$ cat src/logic/decodeExecute_cfg.svh
`ifndef DECODE_EXECUTE_CFG_SVH
`define DECODE_EXECUTE_CFG_SVH

//////////////////////////////
// Data path
//////////////////////////////

`define DATA_W 32 // One machine word

//////////////////////////////
// Instruction fields
//////////////////////////////

`define REG_W 5 // Register index, 32 registers

`define SHAMT_W 5 // Shift amount field and rs-based shift count

`endif

$ cat src/logic/isaPkg.sv
`include "decodeExecute_cfg.svh"

package isaPkg;

	//////////////////////////////
	// Instruction word views
	//////////////////////////////

	typedef struct packed
	{
		logic [5:0] op; // Major opcode
		logic [`REG_W-1:0] rs; // First source
		logic [`REG_W-1:0] rt; // Second source
		logic [`REG_W-1:0] rd; // Destination
		logic [`SHAMT_W-1:0] shamt; // Constant shift count
		logic [5:0] funct; // ALU function
	} rFormat;

	typedef struct packed
	{
		logic [5:0] op; // Major opcode
		logic [`REG_W-1:0] rs; // Base or source
		logic [`REG_W-1:0] rt; // Destination or store data
		logic [15:0] imm16; // Raw immediate
	} iFormat;

	// Same 32 bits, read as R or I layout
	typedef union packed
	{
		rFormat r;
		iFormat i;
	} instrWord;

	//////////////////////////////
	// Opcodes
	//////////////////////////////

	localparam logic [5:0] OP_RTYPE = 6'b000000; // Funct selects operation
	localparam logic [5:0] OP_LB = 6'b100000;
	localparam logic [5:0] OP_LH = 6'b100001;
	localparam logic [5:0] OP_LW = 6'b100011;
	localparam logic [5:0] OP_LBU = 6'b100100; // Same as LB here
	localparam logic [5:0] OP_LHU = 6'b100101; // Same as LH here
	localparam logic [5:0] OP_LWU = 6'b100111; // Same as LW here
	localparam logic [5:0] OP_SB = 6'b101000;
	localparam logic [5:0] OP_SH = 6'b101001;
	localparam logic [5:0] OP_SW = 6'b101011;
	localparam logic [5:0] OP_ADDI = 6'b001000;
	localparam logic [5:0] OP_SLTI = 6'b001010;
	localparam logic [5:0] OP_ANDI = 6'b001100; // Zero-extended imm
	localparam logic [5:0] OP_ORI = 6'b001101; // Zero-extended imm
	localparam logic [5:0] OP_XORI = 6'b001110; // Zero-extended imm
	localparam logic [5:0] OP_LUI = 6'b001111;
	localparam logic [5:0] OP_END = 6'b111111; // Program end, no effect

	//////////////////////////////
	// R-type functs
	//////////////////////////////

	localparam logic [5:0] FN_SLL = 6'b000000;
	localparam logic [5:0] FN_SRL = 6'b000010;
	localparam logic [5:0] FN_SRA = 6'b000011;
	localparam logic [5:0] FN_SLLV = 6'b000100;
	localparam logic [5:0] FN_SRLV = 6'b000110;
	localparam logic [5:0] FN_SRAV = 6'b000111;
	localparam logic [5:0] FN_ADD = 6'b100000;
	localparam logic [5:0] FN_SUB = 6'b100010;
	localparam logic [5:0] FN_AND = 6'b100100;
	localparam logic [5:0] FN_OR = 6'b100101;
	localparam logic [5:0] FN_XOR = 6'b100110;
	localparam logic [5:0] FN_NOR = 6'b100111;
	localparam logic [5:0] FN_SLT = 6'b101010;

endpackage

$ cat src/logic/ctrlPkg.sv
package ctrlPkg;

	//////////////////////////////
	// ALU operations
	//////////////////////////////

	localparam logic [3:0] ALU_ADD = 4'd0;
	localparam logic [3:0] ALU_SUB = 4'd1;
	localparam logic [3:0] ALU_AND = 4'd2;
	localparam logic [3:0] ALU_OR = 4'd3;
	localparam logic [3:0] ALU_XOR = 4'd4;
	localparam logic [3:0] ALU_NOR = 4'd5;
	localparam logic [3:0] ALU_SLL = 4'd6; // Shift ops act on operand A
	localparam logic [3:0] ALU_SRL = 4'd7;
	localparam logic [3:0] ALU_SRA = 4'd8;
	localparam logic [3:0] ALU_SLT = 4'd9; // Signed compare, 0 or 1

	//////////////////////////////
	// Operand source
	//////////////////////////////

	localparam logic [1:0] SRC_REG = 2'd0; // B from rt, variable shift from rs
	localparam logic [1:0] SRC_IMM = 2'd1; // B from extended immediate
	localparam logic [1:0] SRC_SHAMT = 2'd2; // Shift count from shamt field

	//////////////////////////////
	// Memory access sizes
	//////////////////////////////

	localparam logic [1:0] RD_WORD = 2'd0; // Also the idle value
	localparam logic [1:0] RD_BYTE = 2'd1;
	localparam logic [1:0] RD_HALF = 2'd2;

	localparam logic [1:0] WR_NONE = 2'd0;
	localparam logic [1:0] WR_BYTE = 2'd1;
	localparam logic [1:0] WR_HALF = 2'd2;
	localparam logic [1:0] WR_WORD = 2'd3;

endpackage

$ cat src/logic/controlUnit.sv
module controlUnit
(
	input logic [5:0] op,
	input logic [5:0] funct,
	input logic start, // Holds every control quiet
	output logic [3:0] aluControl,
	output logic regWrite,
	output logic memToReg,
	output logic memWrite,
	output logic [1:0] aluSrc,
	output logic regDst, // 1 selects rd, 0 selects rt
	output logic [3:0] shift, // Fixed shift in nibbles, 0 when unused
	output logic [1:0] memRead,
	output logic [1:0] memWriteSize
);

	localparam logic [3:0] LUI_NIBBLES = 4'd4; // Sixteen bits

	always_comb
	begin
		// All quiet unless a known instruction is decoded
		aluControl = ctrlPkg::ALU_ADD;
		regWrite = 1'b0;
		memToReg = 1'b0;
		memWrite = 1'b0;
		aluSrc = ctrlPkg::SRC_REG;
		regDst = 1'b0;
		shift = 4'd0;
		memRead = ctrlPkg::RD_WORD;
		memWriteSize = ctrlPkg::WR_NONE;

		if (!start)
		begin
			case (op)
				//////////////////////////////
				// Register-register
				//////////////////////////////
				isaPkg::OP_RTYPE:
				begin
					regWrite = 1'b1;
					regDst = 1'b1; // Result goes to rd
					case (funct)
						isaPkg::FN_ADD: aluControl = ctrlPkg::ALU_ADD;
						isaPkg::FN_SUB: aluControl = ctrlPkg::ALU_SUB;
						isaPkg::FN_AND: aluControl = ctrlPkg::ALU_AND;
						isaPkg::FN_OR: aluControl = ctrlPkg::ALU_OR;
						isaPkg::FN_XOR: aluControl = ctrlPkg::ALU_XOR;
						isaPkg::FN_NOR: aluControl = ctrlPkg::ALU_NOR;
						isaPkg::FN_SLT: aluControl = ctrlPkg::ALU_SLT;
						isaPkg::FN_SLL:
						begin
							aluControl = ctrlPkg::ALU_SLL;
							aluSrc = ctrlPkg::SRC_SHAMT; // Count from bits 10:6
						end
						isaPkg::FN_SRL:
						begin
							aluControl = ctrlPkg::ALU_SRL;
							aluSrc = ctrlPkg::SRC_SHAMT;
						end
						isaPkg::FN_SRA:
						begin
							aluControl = ctrlPkg::ALU_SRA;
							aluSrc = ctrlPkg::SRC_SHAMT;
						end
						isaPkg::FN_SLLV: aluControl = ctrlPkg::ALU_SLL; // Count from rs
						isaPkg::FN_SRLV: aluControl = ctrlPkg::ALU_SRL;
						isaPkg::FN_SRAV: aluControl = ctrlPkg::ALU_SRA;
						default:
						begin
							regWrite = 1'b0; // Unknown funct, nothing happens
							regDst = 1'b0;
						end
					endcase
				end

				//////////////////////////////
				// Loads and stores
				//////////////////////////////
				isaPkg::OP_LB, isaPkg::OP_LBU:
				begin
					regWrite = 1'b1;
					memToReg = 1'b1;
					aluSrc = ctrlPkg::SRC_IMM; // Base plus offset
					memRead = ctrlPkg::RD_BYTE;
				end
				isaPkg::OP_LH, isaPkg::OP_LHU:
				begin
					regWrite = 1'b1;
					memToReg = 1'b1;
					aluSrc = ctrlPkg::SRC_IMM;
					memRead = ctrlPkg::RD_HALF;
				end
				isaPkg::OP_LW, isaPkg::OP_LWU:
				begin
					regWrite = 1'b1;
					memToReg = 1'b1;
					aluSrc = ctrlPkg::SRC_IMM;
					memRead = ctrlPkg::RD_WORD; // Full word
				end
				isaPkg::OP_SB:
				begin
					memWrite = 1'b1;
					aluSrc = ctrlPkg::SRC_IMM;
					memWriteSize = ctrlPkg::WR_BYTE; // One lane
				end
				isaPkg::OP_SH:
				begin
					memWrite = 1'b1;
					aluSrc = ctrlPkg::SRC_IMM;
					memWriteSize = ctrlPkg::WR_HALF; // Two lanes
				end
				isaPkg::OP_SW:
				begin
					memWrite = 1'b1;
					aluSrc = ctrlPkg::SRC_IMM;
					memWriteSize = ctrlPkg::WR_WORD; // All four lanes
				end

				//////////////////////////////
				// Immediate ALU
				//////////////////////////////
				isaPkg::OP_ADDI, isaPkg::OP_ANDI, isaPkg::OP_ORI,
				isaPkg::OP_XORI, isaPkg::OP_SLTI:
				begin
					regWrite = 1'b1;
					aluSrc = ctrlPkg::SRC_IMM;
					case (op)
						isaPkg::OP_ANDI: aluControl = ctrlPkg::ALU_AND;
						isaPkg::OP_ORI: aluControl = ctrlPkg::ALU_OR;
						isaPkg::OP_XORI: aluControl = ctrlPkg::ALU_XOR;
						isaPkg::OP_SLTI: aluControl = ctrlPkg::ALU_SLT;
						default: aluControl = ctrlPkg::ALU_ADD; // ADDI
					endcase
				end
				isaPkg::OP_LUI:
				begin
					regWrite = 1'b1;
					aluSrc = ctrlPkg::SRC_IMM;
					shift = LUI_NIBBLES; // Immediate into the upper half
					aluControl = ctrlPkg::ALU_SLL;
				end

				// OP_END and unknown opcodes keep the quiet defaults
				default:
				begin
					regWrite = 1'b0;
				end
			endcase
		end
	end

endmodule

$ cat src/logic/operandUnit.sv
`include "decodeExecute_cfg.svh"

module operandUnit
(
	input isaPkg::instrWord instr,
	output logic [`REG_W-1:0] rtIndex,
	output logic [`REG_W-1:0] rdIndex,
	output logic [`SHAMT_W-1:0] shamt,
	output logic [`DATA_W-1:0] immExt
);

	logic zeroExtend; // Logical-immediate group
	logic [`DATA_W-17:0] immUpper; // Bits above imm16

	//////////////////////////////
	// Register fields
	//////////////////////////////

	assign rtIndex = instr.i.rt; // Same bits in both views
	assign rdIndex = instr.r.rd; // Only meaningful for R-type
	assign shamt = instr.r.shamt; // Bits 10:6

	//////////////////////////////
	// Immediate extension
	//////////////////////////////

	// ANDI, ORI and XORI take the raw bits, all else sign-extends
	always_comb
	begin
		case (instr.i.op)
			isaPkg::OP_ANDI, isaPkg::OP_ORI, isaPkg::OP_XORI: zeroExtend = 1'b1;
			default: zeroExtend = 1'b0;
		endcase
	end

	assign immUpper = zeroExtend ? '0 : {(`DATA_W-16){instr.i.imm16[15]}};

	assign immExt = {immUpper, instr.i.imm16};

endmodule

$ cat src/logic/aluCore.sv
`include "decodeExecute_cfg.svh"

module aluCore
(
	input logic [3:0] aluControl,
	input logic [`DATA_W-1:0] srcA, // Also the value being shifted
	input logic [`DATA_W-1:0] srcB,
	input logic [`SHAMT_W-1:0] shiftAmount,
	output logic [`DATA_W-1:0] result
);

	logic lessThan; // Signed A below B

	assign lessThan = $signed(srcA) < $signed(srcB);

	//////////////////////////////
	// Operation select
	//////////////////////////////

	always_comb
	begin
		case (aluControl)
			ctrlPkg::ALU_ADD:
				result = srcA + srcB; // Also address generation
			ctrlPkg::ALU_SUB:
				result = srcA - srcB;
			ctrlPkg::ALU_AND:
				result = srcA & srcB;
			ctrlPkg::ALU_OR:
				result = srcA | srcB;
			ctrlPkg::ALU_XOR:
				result = srcA ^ srcB;
			ctrlPkg::ALU_NOR:
				result = ~(srcA | srcB);
			ctrlPkg::ALU_SLL:
				result = srcA << shiftAmount;
			ctrlPkg::ALU_SRL:
				result = srcA >> shiftAmount; // Zero fill
			ctrlPkg::ALU_SRA:
				result = $signed(srcA) >>> shiftAmount; // Sign fill
			ctrlPkg::ALU_SLT:
				result = {{(`DATA_W-1){1'b0}}, lessThan};
			default:
				result = '0; // Unused codes
		endcase
	end

endmodule

$ cat src/logic/executeStage.sv
`include "decodeExecute_cfg.svh"

module executeStage
(
	input logic clk,
	input logic reset,
	input logic instrValid,
	input logic [`DATA_W-1:0] rsData,
	input logic [`DATA_W-1:0] rtData,
	input logic [3:0] aluControl,
	input logic regWrite,
	input logic memToReg,
	input logic memWrite,
	input logic [1:0] aluSrc,
	input logic regDst,
	input logic [3:0] shift, // Nibble count, nonzero only for LUI
	input logic [1:0] memRead,
	input logic [1:0] memWriteSize,
	input logic [`REG_W-1:0] rtIndex,
	input logic [`REG_W-1:0] rdIndex,
	input logic [`SHAMT_W-1:0] shamt,
	input logic [`DATA_W-1:0] immExt,
	output logic resultValid, // One pulse per instruction
	output logic [`DATA_W-1:0] aluResult,
	output logic [`REG_W-1:0] writeReg,
	output logic regWriteE,
	output logic memToRegE,
	output logic [1:0] memReadE,
	output logic [3:0] byteEnable,
	output logic [`DATA_W-1:0] storeData
);

	logic isShift; // SLL, SRL or SRA family
	logic fixedShift; // Control-supplied count
	logic [`SHAMT_W-1:0] ctrlShiftAmt;
	logic [`SHAMT_W-1:0] shiftAmount;
	logic [`DATA_W-1:0] srcA;
	logic [`DATA_W-1:0] srcB;
	logic [`DATA_W-1:0] aluOut;
	logic [3:0] laneEnable;
	logic [`DATA_W-1:0] laneData;

	//////////////////////////////
	// Operand select
	//////////////////////////////

	assign isShift = (aluControl == ctrlPkg::ALU_SLL) || (aluControl == ctrlPkg::ALU_SRL)
		|| (aluControl == ctrlPkg::ALU_SRA);
	assign fixedShift = (shift != 4'd0);
	assign ctrlShiftAmt = `SHAMT_W'(shift) << 2; // Nibbles to bits

	always_comb
	begin
		if (fixedShift)
			shiftAmount = ctrlShiftAmt; // LUI
		else if (aluSrc == ctrlPkg::SRC_SHAMT)
			shiftAmount = shamt;
		else
			shiftAmount = rsData[`SHAMT_W-1:0]; // Variable shifts
	end

	assign srcA = !isShift ? rsData : (fixedShift ? immExt : rtData);
	assign srcB = (aluSrc == ctrlPkg::SRC_IMM) ? immExt : rtData;

	aluCore alu
	(
		.aluControl(aluControl),
		.srcA(srcA),
		.srcB(srcB),
		.shiftAmount(shiftAmount),
		.result(aluOut)
	);

	//////////////////////////////
	// Store lanes
	//////////////////////////////

	always_comb
	begin
		case (memWriteSize)
			ctrlPkg::WR_BYTE: laneEnable = 4'b0001 << aluOut[1:0];
			ctrlPkg::WR_HALF: laneEnable = aluOut[1] ? 4'b1100 : 4'b0011;
			ctrlPkg::WR_WORD: laneEnable = 4'b1111;
			default: laneEnable = 4'b0000;
		endcase
		case (memWriteSize)
			ctrlPkg::WR_BYTE: laneData = {(`DATA_W/8){rtData[7:0]}}; // Byte in every lane
			ctrlPkg::WR_HALF: laneData = {(`DATA_W/16){rtData[15:0]}};
			default: laneData = rtData;
		endcase
	end

	//////////////////////////////
	// Pipeline register
	//////////////////////////////

	always_ff @(posedge clk)
	begin
		if (reset)
		begin
			resultValid <= 1'b0;
			regWriteE <= 1'b0;
			memToRegE <= 1'b0;
			memReadE <= ctrlPkg::RD_WORD;
			byteEnable <= 4'b0000;
		end
		else
		begin
			resultValid <= instrValid;
			regWriteE <= instrValid & regWrite; // Idle cycles write nothing
			memToRegE <= instrValid & memToReg;
			byteEnable <= (instrValid && memWrite) ? laneEnable : 4'b0000;
			if (instrValid)
				memReadE <= memRead;
		end
	end

	// Payload holds its last value between instructions
	always_ff @(posedge clk)
	begin
		if (instrValid)
		begin
			aluResult <= aluOut;
			writeReg <= regDst ? rdIndex : rtIndex;
			storeData <= laneData;
		end
	end

endmodule

$ cat src/logic/decodeExecute.sv
`include "decodeExecute_cfg.svh"

module decodeExecute
(
	input logic clk,
	input logic reset,
	input logic start, // Quiets all controls
	input isaPkg::instrWord instr,
	input logic instrValid,
	input logic [`DATA_W-1:0] rsData, // Already read from the register file
	input logic [`DATA_W-1:0] rtData,
	output logic resultValid,
	output logic [`DATA_W-1:0] aluResult, // Result or memory address
	output logic [`REG_W-1:0] writeReg,
	output logic regWriteE,
	output logic memToRegE,
	output logic [1:0] memReadE,
	output logic [3:0] byteEnable,
	output logic [`DATA_W-1:0] storeData
);

	//////////////////////////////
	// Decode outputs
	//////////////////////////////

	logic [3:0] aluControl;
	logic regWrite;
	logic memToReg;
	logic memWrite;
	logic [1:0] aluSrc;
	logic regDst;
	logic [3:0] shift;
	logic [1:0] memRead;
	logic [1:0] memWriteSize;
	logic [`REG_W-1:0] rtIndex;
	logic [`REG_W-1:0] rdIndex;
	logic [`SHAMT_W-1:0] shamt;
	logic [`DATA_W-1:0] immExt;

	controlUnit control
	(
		.op(instr.r.op),
		.funct(instr.r.funct),
		.start(start),
		.aluControl(aluControl),
		.regWrite(regWrite),
		.memToReg(memToReg),
		.memWrite(memWrite),
		.aluSrc(aluSrc),
		.regDst(regDst),
		.shift(shift),
		.memRead(memRead),
		.memWriteSize(memWriteSize)
	);

	operandUnit operands
	(
		.instr(instr),
		.rtIndex(rtIndex),
		.rdIndex(rdIndex),
		.shamt(shamt),
		.immExt(immExt)
	);

	//////////////////////////////
	// Execute and register
	//////////////////////////////

	executeStage execute
	(
		.clk(clk),
		.reset(reset),
		.instrValid(instrValid),
		.rsData(rsData),
		.rtData(rtData),
		.aluControl(aluControl),
		.regWrite(regWrite),
		.memToReg(memToReg),
		.memWrite(memWrite),
		.aluSrc(aluSrc),
		.regDst(regDst),
		.shift(shift),
		.memRead(memRead),
		.memWriteSize(memWriteSize),
		.rtIndex(rtIndex),
		.rdIndex(rdIndex),
		.shamt(shamt),
		.immExt(immExt),
		.resultValid(resultValid),
		.aluResult(aluResult),
		.writeReg(writeReg),
		.regWriteE(regWriteE),
		.memToRegE(memToRegE),
		.memReadE(memReadE),
		.byteEnable(byteEnable),
		.storeData(storeData)
	);

endmodule

$ cat config.mk
export PLATFORM = sky130hd
export DESIGN_NAME = decodeExecute
export DESIGN_NICKNAME = d
export VERILOG_FILES = /design/src/logic/isaPkg.sv /design/src/logic/ctrlPkg.sv /design/src/logic/controlUnit.sv /design/src/logic/operandUnit.sv /design/src/logic/aluCore.sv /design/src/logic/executeStage.sv /design/src/logic/decodeExecute.sv
export VERILOG_INCLUDE_DIRS = /design/src /design/src/logic
export SDC_FILE = /design/constraint.sdc
export NUM_CORES = 1
export LEC_CHECK = 0
export ABC_AREA = 1
export BUFFER_PORTS_ARGS = -buffer_cell sky130_fd_sc_hd__buf_4
export CORE_ASPECT_RATIO = 1.75
export CORE_MARGIN = 2
export CORE_UTILIZATION = 29
export CTS_CLUSTER_SIZE = 40
export DETAILED_ROUTE_END_ITERATION = 8
export PLACE_DENSITY_LB_ADDON = 0.05
export SLEW_MARGIN = 20
export SYNTH_ARGS = -nofsm -noshare
export SYNTH_HDL_FRONTEND = slang
export SYNTH_SLANG_ARGS = --single-unit
$ cat constraint.sdc
create_clock -name clk -period 7.1 [get_ports clk]
set_clock_uncertainty 0.2 [all_clocks]
set_input_delay 0.71 -clock clk [delete_from_list [all_inputs] [get_ports clk]]
set_output_delay 0.71 -clock clk [all_outputs]
set_load 0.1 [all_outputs]
==> results of run 1 <==
-- synthesized netlist by cell type, types with 4 or more instances --
master     instances
nand2_1          532
inv_1            255
nand3_1          248
o21ai_0          233
nor2_1           166
a21oi_1          133
ha_1             100
edfxtp_1          69
clkbuf_1          66
o21ai_1           53
a31oi_1           31
o211ai_1          25
buf_2             23
o22ai_1           23
a221oi_1          18
nand4_1           16
nor3_1            16
xor2_1            16
buf_1             13
inv_2             13
o21a_1            11
dfxtp_1            9
nor4_1             8
o2111ai_1          7
a21o_1             6
clkinv_1           6
nand3_2            6
buf_6              5
nand2_2            5
nand2_4            5
nor3_2             5
or2_2              5
a211oi_1           4
buf_4              4
-- where the power goes --
part / total [uW] / internal [uW] / switching [uW] / leakage, uW
Clock: 543 / 282 / 262 / 0.000150
Combinational: 1540 / 393 / 1150 / 0.00640
Sequential: 586 / 570 / 16.1 / 0.000748
-- registers in the layout, summed over array words and instances, names as in the netlist --
register and count:
execute.aluResult 32, execute.byteEnable 4, execute.memReadE 2, execute.memToRegE 1
execute.regWriteE 1, execute.resultValid 1, execute.storeData 32, execute.writeReg 5
-- metrics by stage --
step,instances,area [um^2],power (uW)
floorplan,2182,12900,1610
global placement,2873,14900,2130
detailed placement,2873,14900,2130
CTS,2889,15200,2680
global route,2889,15200,2800
finish,2891,15200,2670
-- worst max-delay path, delay by kind of cell --
family	cells	cell delay, ns
compound gates	10	2.48
fa+ha+maj	1	0.45
buf+inv	7	1.06
simple gates	9	1.10
-- layer usage --
layer | GRT usage, % | vias to the layer above | share of wire (%)
met5 | 0 | - | 0
met2 | 56.3 | 748 | 50
met4 | 27.4 | 0 | 10
met3 | 4.60 | 189 | 5.6
met1 | 32.3 | 7329 | 34
li1 | - | 7666 | -
-- worst max-delay path by stage --
stage                             to  slack [ns]  cells after the start
6_report       execute.aluResult[30]        1.21                     27
5_1_grt        execute.aluResult[31]        0.71                     30
3_3_place_gp   execute.aluResult[26]        0.84                     30
3_5_place_dp   execute.aluResult[29]        0.84                     28
2_1_floorplan  execute.aluResult[31]        2.26                     29
4_1_cts        execute.aluResult[29]        1.23                     28
-- cells in the final DEF, fill, tap and decap left out, drive strengths merged, types with 24 or more instances in the layout --
| master | synthesis | layout |
|---|---|---|
| a31oi | 31 | 31 |
| ha | 100 | 100 |
| o211ai | 25 | 25 |
| buf | 45 | 230 |
| nand3 | 255 | 255 |
| o21ai | 287 | 287 |
| nor2 | 168 | 168 |
| edfxtp | 69 | 69 |
| a21oi | 134 | 134 |
| nor3 | 24 | 24 |
| inv | 268 | 272 |
| nand2 | 542 | 542 |
-- layout make-up --
type | instances | area (um^2)
fillers | 5117 | 28900
multi-input cells | 1719 | 9190
flip-flops and latches | 78 | 2250
repair buffers | 230 | 1740
inverters | 274 | 1030
well taps | 572 | 716
clock buffers | 9 | 225
clock inverters | 7 | 86.3
diodes | 2 | 5.00
-- logic make-up after synthesis --
kind of cell               count (synthesis)  share of synthesized area [%]
muxes                                      2                          0.164
adders and majority gates                102                           9.98
DFF                                       78                           17.4
and+or+nand+nor                         1024                           34.3
xor gates and xnor gates                  16                           1.08
buffers and inverters                    385                           11.8
AOI/OAI and AO/OA                        575                           25.2
==> impl_results.md, run 1 <==
* Status: finished clean
* Port Buffers at 172
* Mapped Cells at 2182
* Seq/Total Area, Yosys at 17.4%
* Hold Vio Cnt, Final at 0
* Final core occ at 34.5%
* Final period util at 83.0%
* Vias in the first global route at 15800
* Netlist cell types at 59
* Initial antenna violation count at 2
* Startpoint types: input port
* Setup tns final at 0 ns
* Pwr per Cell Area at 175 mW/mm^2
* DR WL/cell at 25.9 um
* Worst hold path class: flip-flop to flip-flop
* EDFF count, synth at 69
* Hold Path End: execute.memReadE[0]
* Starting Density at 29.3%
* GRT Total Usage at 31.9%
* R2R Path End: execute.memReadE[1]
* Crit path from: instr[26]
* Worst slew pin tran at 1.18 ns
* Post-DP HPWL at 61700 um
* Clk Tree Root Cell: clkbuf_16
* WS Path Type: input port to flip-flop
* Leakage power at 0.00729 uW
* Slowest cell on crit path: a21boi_0
* R2R setup slack at 6.30 ns
* Number of DRC markers in iteration 0 at 1304
* Row count at 102
* Synth top area cells: edfxtp_1 16%, nand2_1 15%, ha_1 9.7%
* Share of post-route cells with drive strength above 1 at 12.8%
* Total number of vias at 15900
* ANT nets after route at 0
* CTS tree: done
* Worst r2r src: execute.memReadE[1]
* CTS Buf Count at 9
* Fin worst setup slack at 1.21 ns
* Hold Path Stages at 2
* Post_cts resized at 0
* Final WL at 74800 um
* Clk_lat worst skew at 0.38 ns
* Syn Std Cell Area at 0.0129 mm^2
* FF-to-FF path depth at 2
* Post-CTS Hold Fix Bufs at 0
* Num Clock Sinks at 78
* Largest stage delay, worst path at 0.61 ns
* Final hold slack at 0.290 ns
* Worst-path clk slew at 0.07 ns
* GP Congestion at 0.981
* Max Cap Violations at 0
* Max Clock Freq at 170 MHz
* Yosys Warn Count at 0
* H-Tree Depth at 3
* TritonRoute pass-1 iters at 6
* Largest net degree at the start of global routing at 66
* Max clock buf depth at 2
* Fin crit period at 5.89 ns
* Post-DR vias/cell at 5.51
* Ports at 178
* Max-slew headroom at 21.1%
* Post-CTS setup buffers at 0
* Crit-path max FO at 22
* Share of the synthesized area in the top cell type at 16.0%
* Drt drc at 0
* Pins over their slew limit at 0
* Syn Nets at 2384
* Area leader, netlist: edfxtp_1
* RSZ-0062 raised after global routing: false
* Width of the die at 164 um
* Synth Area per Inst at 5.93 um^2
* Setup crit end kind: flip-flop
* Global-route wire length before repair at 106000 um
* Die footprint at 0.0464 mm^2
* Worst VDD drop at 0.142 mV
* Dpl ws at 0.842 ns
* Cell mode on critical path: nand2_1
* Arrival @ worst endpoint at 5.79 ns
* Final global-route overflow total at 0
* Ys flop type: edfxtp_1
* #FFs+latches synth at 78
* Core area at 0.0442 mm^2
* CP required at 7.00 ns
* Die H at 283 um
* Nets at 2514
* Hold Crit Start: execute.memReadE[0]
* Final setup viols at 0
* Ys async rst share at 0%
* Syn-to-layout area delta at 17.8%
(Power assumes the default switching activity.)
==> inputs of run 2 (changes only) <==
Clock period 7.1 ns to 4.95 ns, I/O delays scaled along.
==> run 2 against run 1 <==
Against the previous run:
- critical path depth is 1 lower
- global-route usage increased by 1.6 points
- via count grew 11%
- critical endpoint is now execute.aluResult[25]
==> impl_results.md, run 2 (synthesized netlist as in run 1, its figures left out) <==
* Status: finished clean
* Pwr per Cell Area at 231 mW/mm^2 (+32%)
* Most common cell after layout, fill and taps aside: buf_4
* Leakage power at 0.00928 uW (+27%)
* TritonRoute pass-1 iters at 6 (unchanged)
* Core area at 0.0442 mm^2 (unchanged)
* Starting Density at 29.3% (unchanged)
* H-Tree Depth at 3 (unchanged)
* Arrival @ worst endpoint at 4.65 ns (-1.14 ns)
* RSZ-0062 raised after global routing: true
* Fill cells at 4891 (-4.4%)
* WS Path Type: input port to flip-flop
* Total number of vias at 17600 (+11%)
* CTS tree: done
* Number of DRC markers in iteration 0 at 1266 (-2.9%)
* Slowest cell on crit path: ha_1
* Final global-route overflow total at 0 (unchanged)
* Num Clock Sinks at 78 (unchanged)
* Post-CTS Hold Fix Bufs at 0 (unchanged)
* Clk Tree Root Cell: clkbuf_16
* Crit path to: execute.aluResult[25]
* Worst slew pin tran at 1.13 ns (-0.0486 ns)
* Setup crit end kind: flip-flop
* Die H at 283 um (unchanged)
* Row count at 102 (unchanged)
* Fin crit period at 4.73 ns
* Final setup viols at 0 (unchanged)
* Worst r2r src: execute.memReadE[0]
* Clk_lat worst skew at 0.38 ns (about the same)
* Ports at 178 (unchanged)
* Crit-path max FO at 16 (-27%)
* DR WL/cell at 23.9 um (-7.5%)
* CTS Buf Count at 9 (unchanged)
* Reg power frac at 19.6% (-2.4 points)
* Final period util at 95.6%
* Initial antenna violation count at 0 (-2)
* Vias in the first global route at 17400 (+10%)
* FF-to-FF path depth at 2 (unchanged)
* Worst-path clk slew at 0.08 ns (about the same)
* Nets at 2915 (+16%)
* Startpoint types: input port
* ANT nets after route at 0 (unchanged)
* R2R Path End: execute.memReadE[0]
* Final hold slack at 0.105 ns (-0.185 ns)
* Final core occ at 42.1% (+7.6 points)
* Max Clock Freq at 211 MHz
* Largest net degree at the start of global routing at 69 (+4.5%)
* Worst VDD drop at 0.211 mV (+48%)
* Worst hold path class: input port to flip-flop
* WP buf/inv at 5 (-2)
* Share of post-route cells with drive strength above 1 at 27.6% (+15 points)
* Max clock buf depth at 2 (unchanged)
* Net Sw Power at 2190 uW (+54%)
* Most frequent cells in the layout: 621 x buf_4, 527 x nand2_1, 255 x inv_1
* Placed Instances at 3274 (+14%)
* Levels on crit path at 26 (-3.7%)
* Sw Share at 51.1% (-2.3 points)
* Max-slew headroom at 24.4% (+3.3 points)
* Post-DR vias/cell at 5.36 (-2.8%)
* Clock Power Share at 17.8% (-2.6 points)
* Width of the die at 164 um (unchanged)
* Global-route wire length before repair at 112000 um (+5.3%)
* Post-DP HPWL at 66400 um (+7.6%)
* Hold Vio Cnt, Final at 0 (unchanged)
* R2R setup slack at 4.13 ns (-2.17 ns)
* GRT Total Usage at 33.6% (+1.6 points)
* Syn-to-layout area delta at 43.6%
* Final WL at 78800 um (+5.4%)
* Largest stage delay, worst path at 0.42 ns (-0.19 ns)
* CP required at 4.86 ns (-2.14 ns)
* Gate power share at 62.6% (+4.9 points)
* Cell mode on critical path: nand2_1
* Biggest regs: execute.aluResult: 32 flops, execute.storeData: 32 flops, execute.writeReg: 5 flops
* Max Cap Violations at 0 (unchanged)
* CP delay by family, top: simple AND/OR/NAND/NOR gates
* Die footprint at 0.0464 mm^2 (unchanged)
* Int Power at 2100 uW (+69%)
* Drt drc at 0 (unchanged)
* Finished Layout Cells at 3292 (+14%)
* Crit path from: instr[31]
* Port Buffers at 172 (unchanged)
* GP Congestion at 1.02 (+4.1%)
* Pins over their slew limit at 0 (unchanged)
==> run 2: metrics by stage <==
step	setup slack, ns	setup TNS [ns]	power (uW)	instance area (um^2)
after global routing	-0.0197	-0.0415	4490	18600
after floorplan	0.320	0	2310	12900
final	0.216	0	4290	18600
after detailed placement	-0.779	-10.49	3470	18000
after CTS	0.00535	0	4240	18300
after global placement	-0.709	-9.19	3470	18000
==> run 2: routing by layer <==
layer  share of wire (%)  GRT usage, %
met1                  35          34.9
met2                  51          60.1
met3                 4.9          3.52
met4                 9.8          26.7
met5                   0             0
==> run 2: worst min-delay path by stage <==
| stage | start | end | slack (ns) | depth (start not counted) |
|---|---|---|---|---|
| finish | rtData[1] | execute.storeData[1] | 0.11 | 1 |
| global route | rtData[5] | execute.storeData[5] | 0.11 | 1 |
| CTS | rtData[1] | execute.storeData[1] | 0.1 | 1 |
| detailed placement | execute.memReadE[0] | execute.memReadE[0] | 0.27 | 2 |
| global placement | execute.memReadE[0] | execute.memReadE[0] | 0.27 | 2 |
| floorplan | reset | execute.resultValid | 0.39 | 1 |
==> run 2: area by class of cell <==
cell class | instances | area, um^2 | share of cell area (%)
well taps | 572 | 716 | 3.85
flip-flops and latches | 78 | 2250 | 12.1
diodes | 2 | 5.00 | 0.0269
multi-input cells | 1719 | 9430 | 50.7
clock inverters | 7 | 70.1 | 0.377
inverters | 274 | 1030 | 5.54
repair buffers | 631 | 4850 | 26.1
clock buffers | 9 | 225 | 1.21
==> run 2: power by group through the flow <==
stage               registers (uW)  clock network, uW  logic, uW
global placement               857                  0       2610
CTS                            844                771       2620
global route                   849                790       2850
floorplan                     1420                  0        896
finish                         842                761       2680
detailed placement             857                  0       2610
==> run 2: timing repair <==
item	in CTS	in global routing
pin swaps	0	4
endpoints found under the setup margin	16	25
setup buffers	0	0
gates cloned	0	0
gates resized for setup	8	81
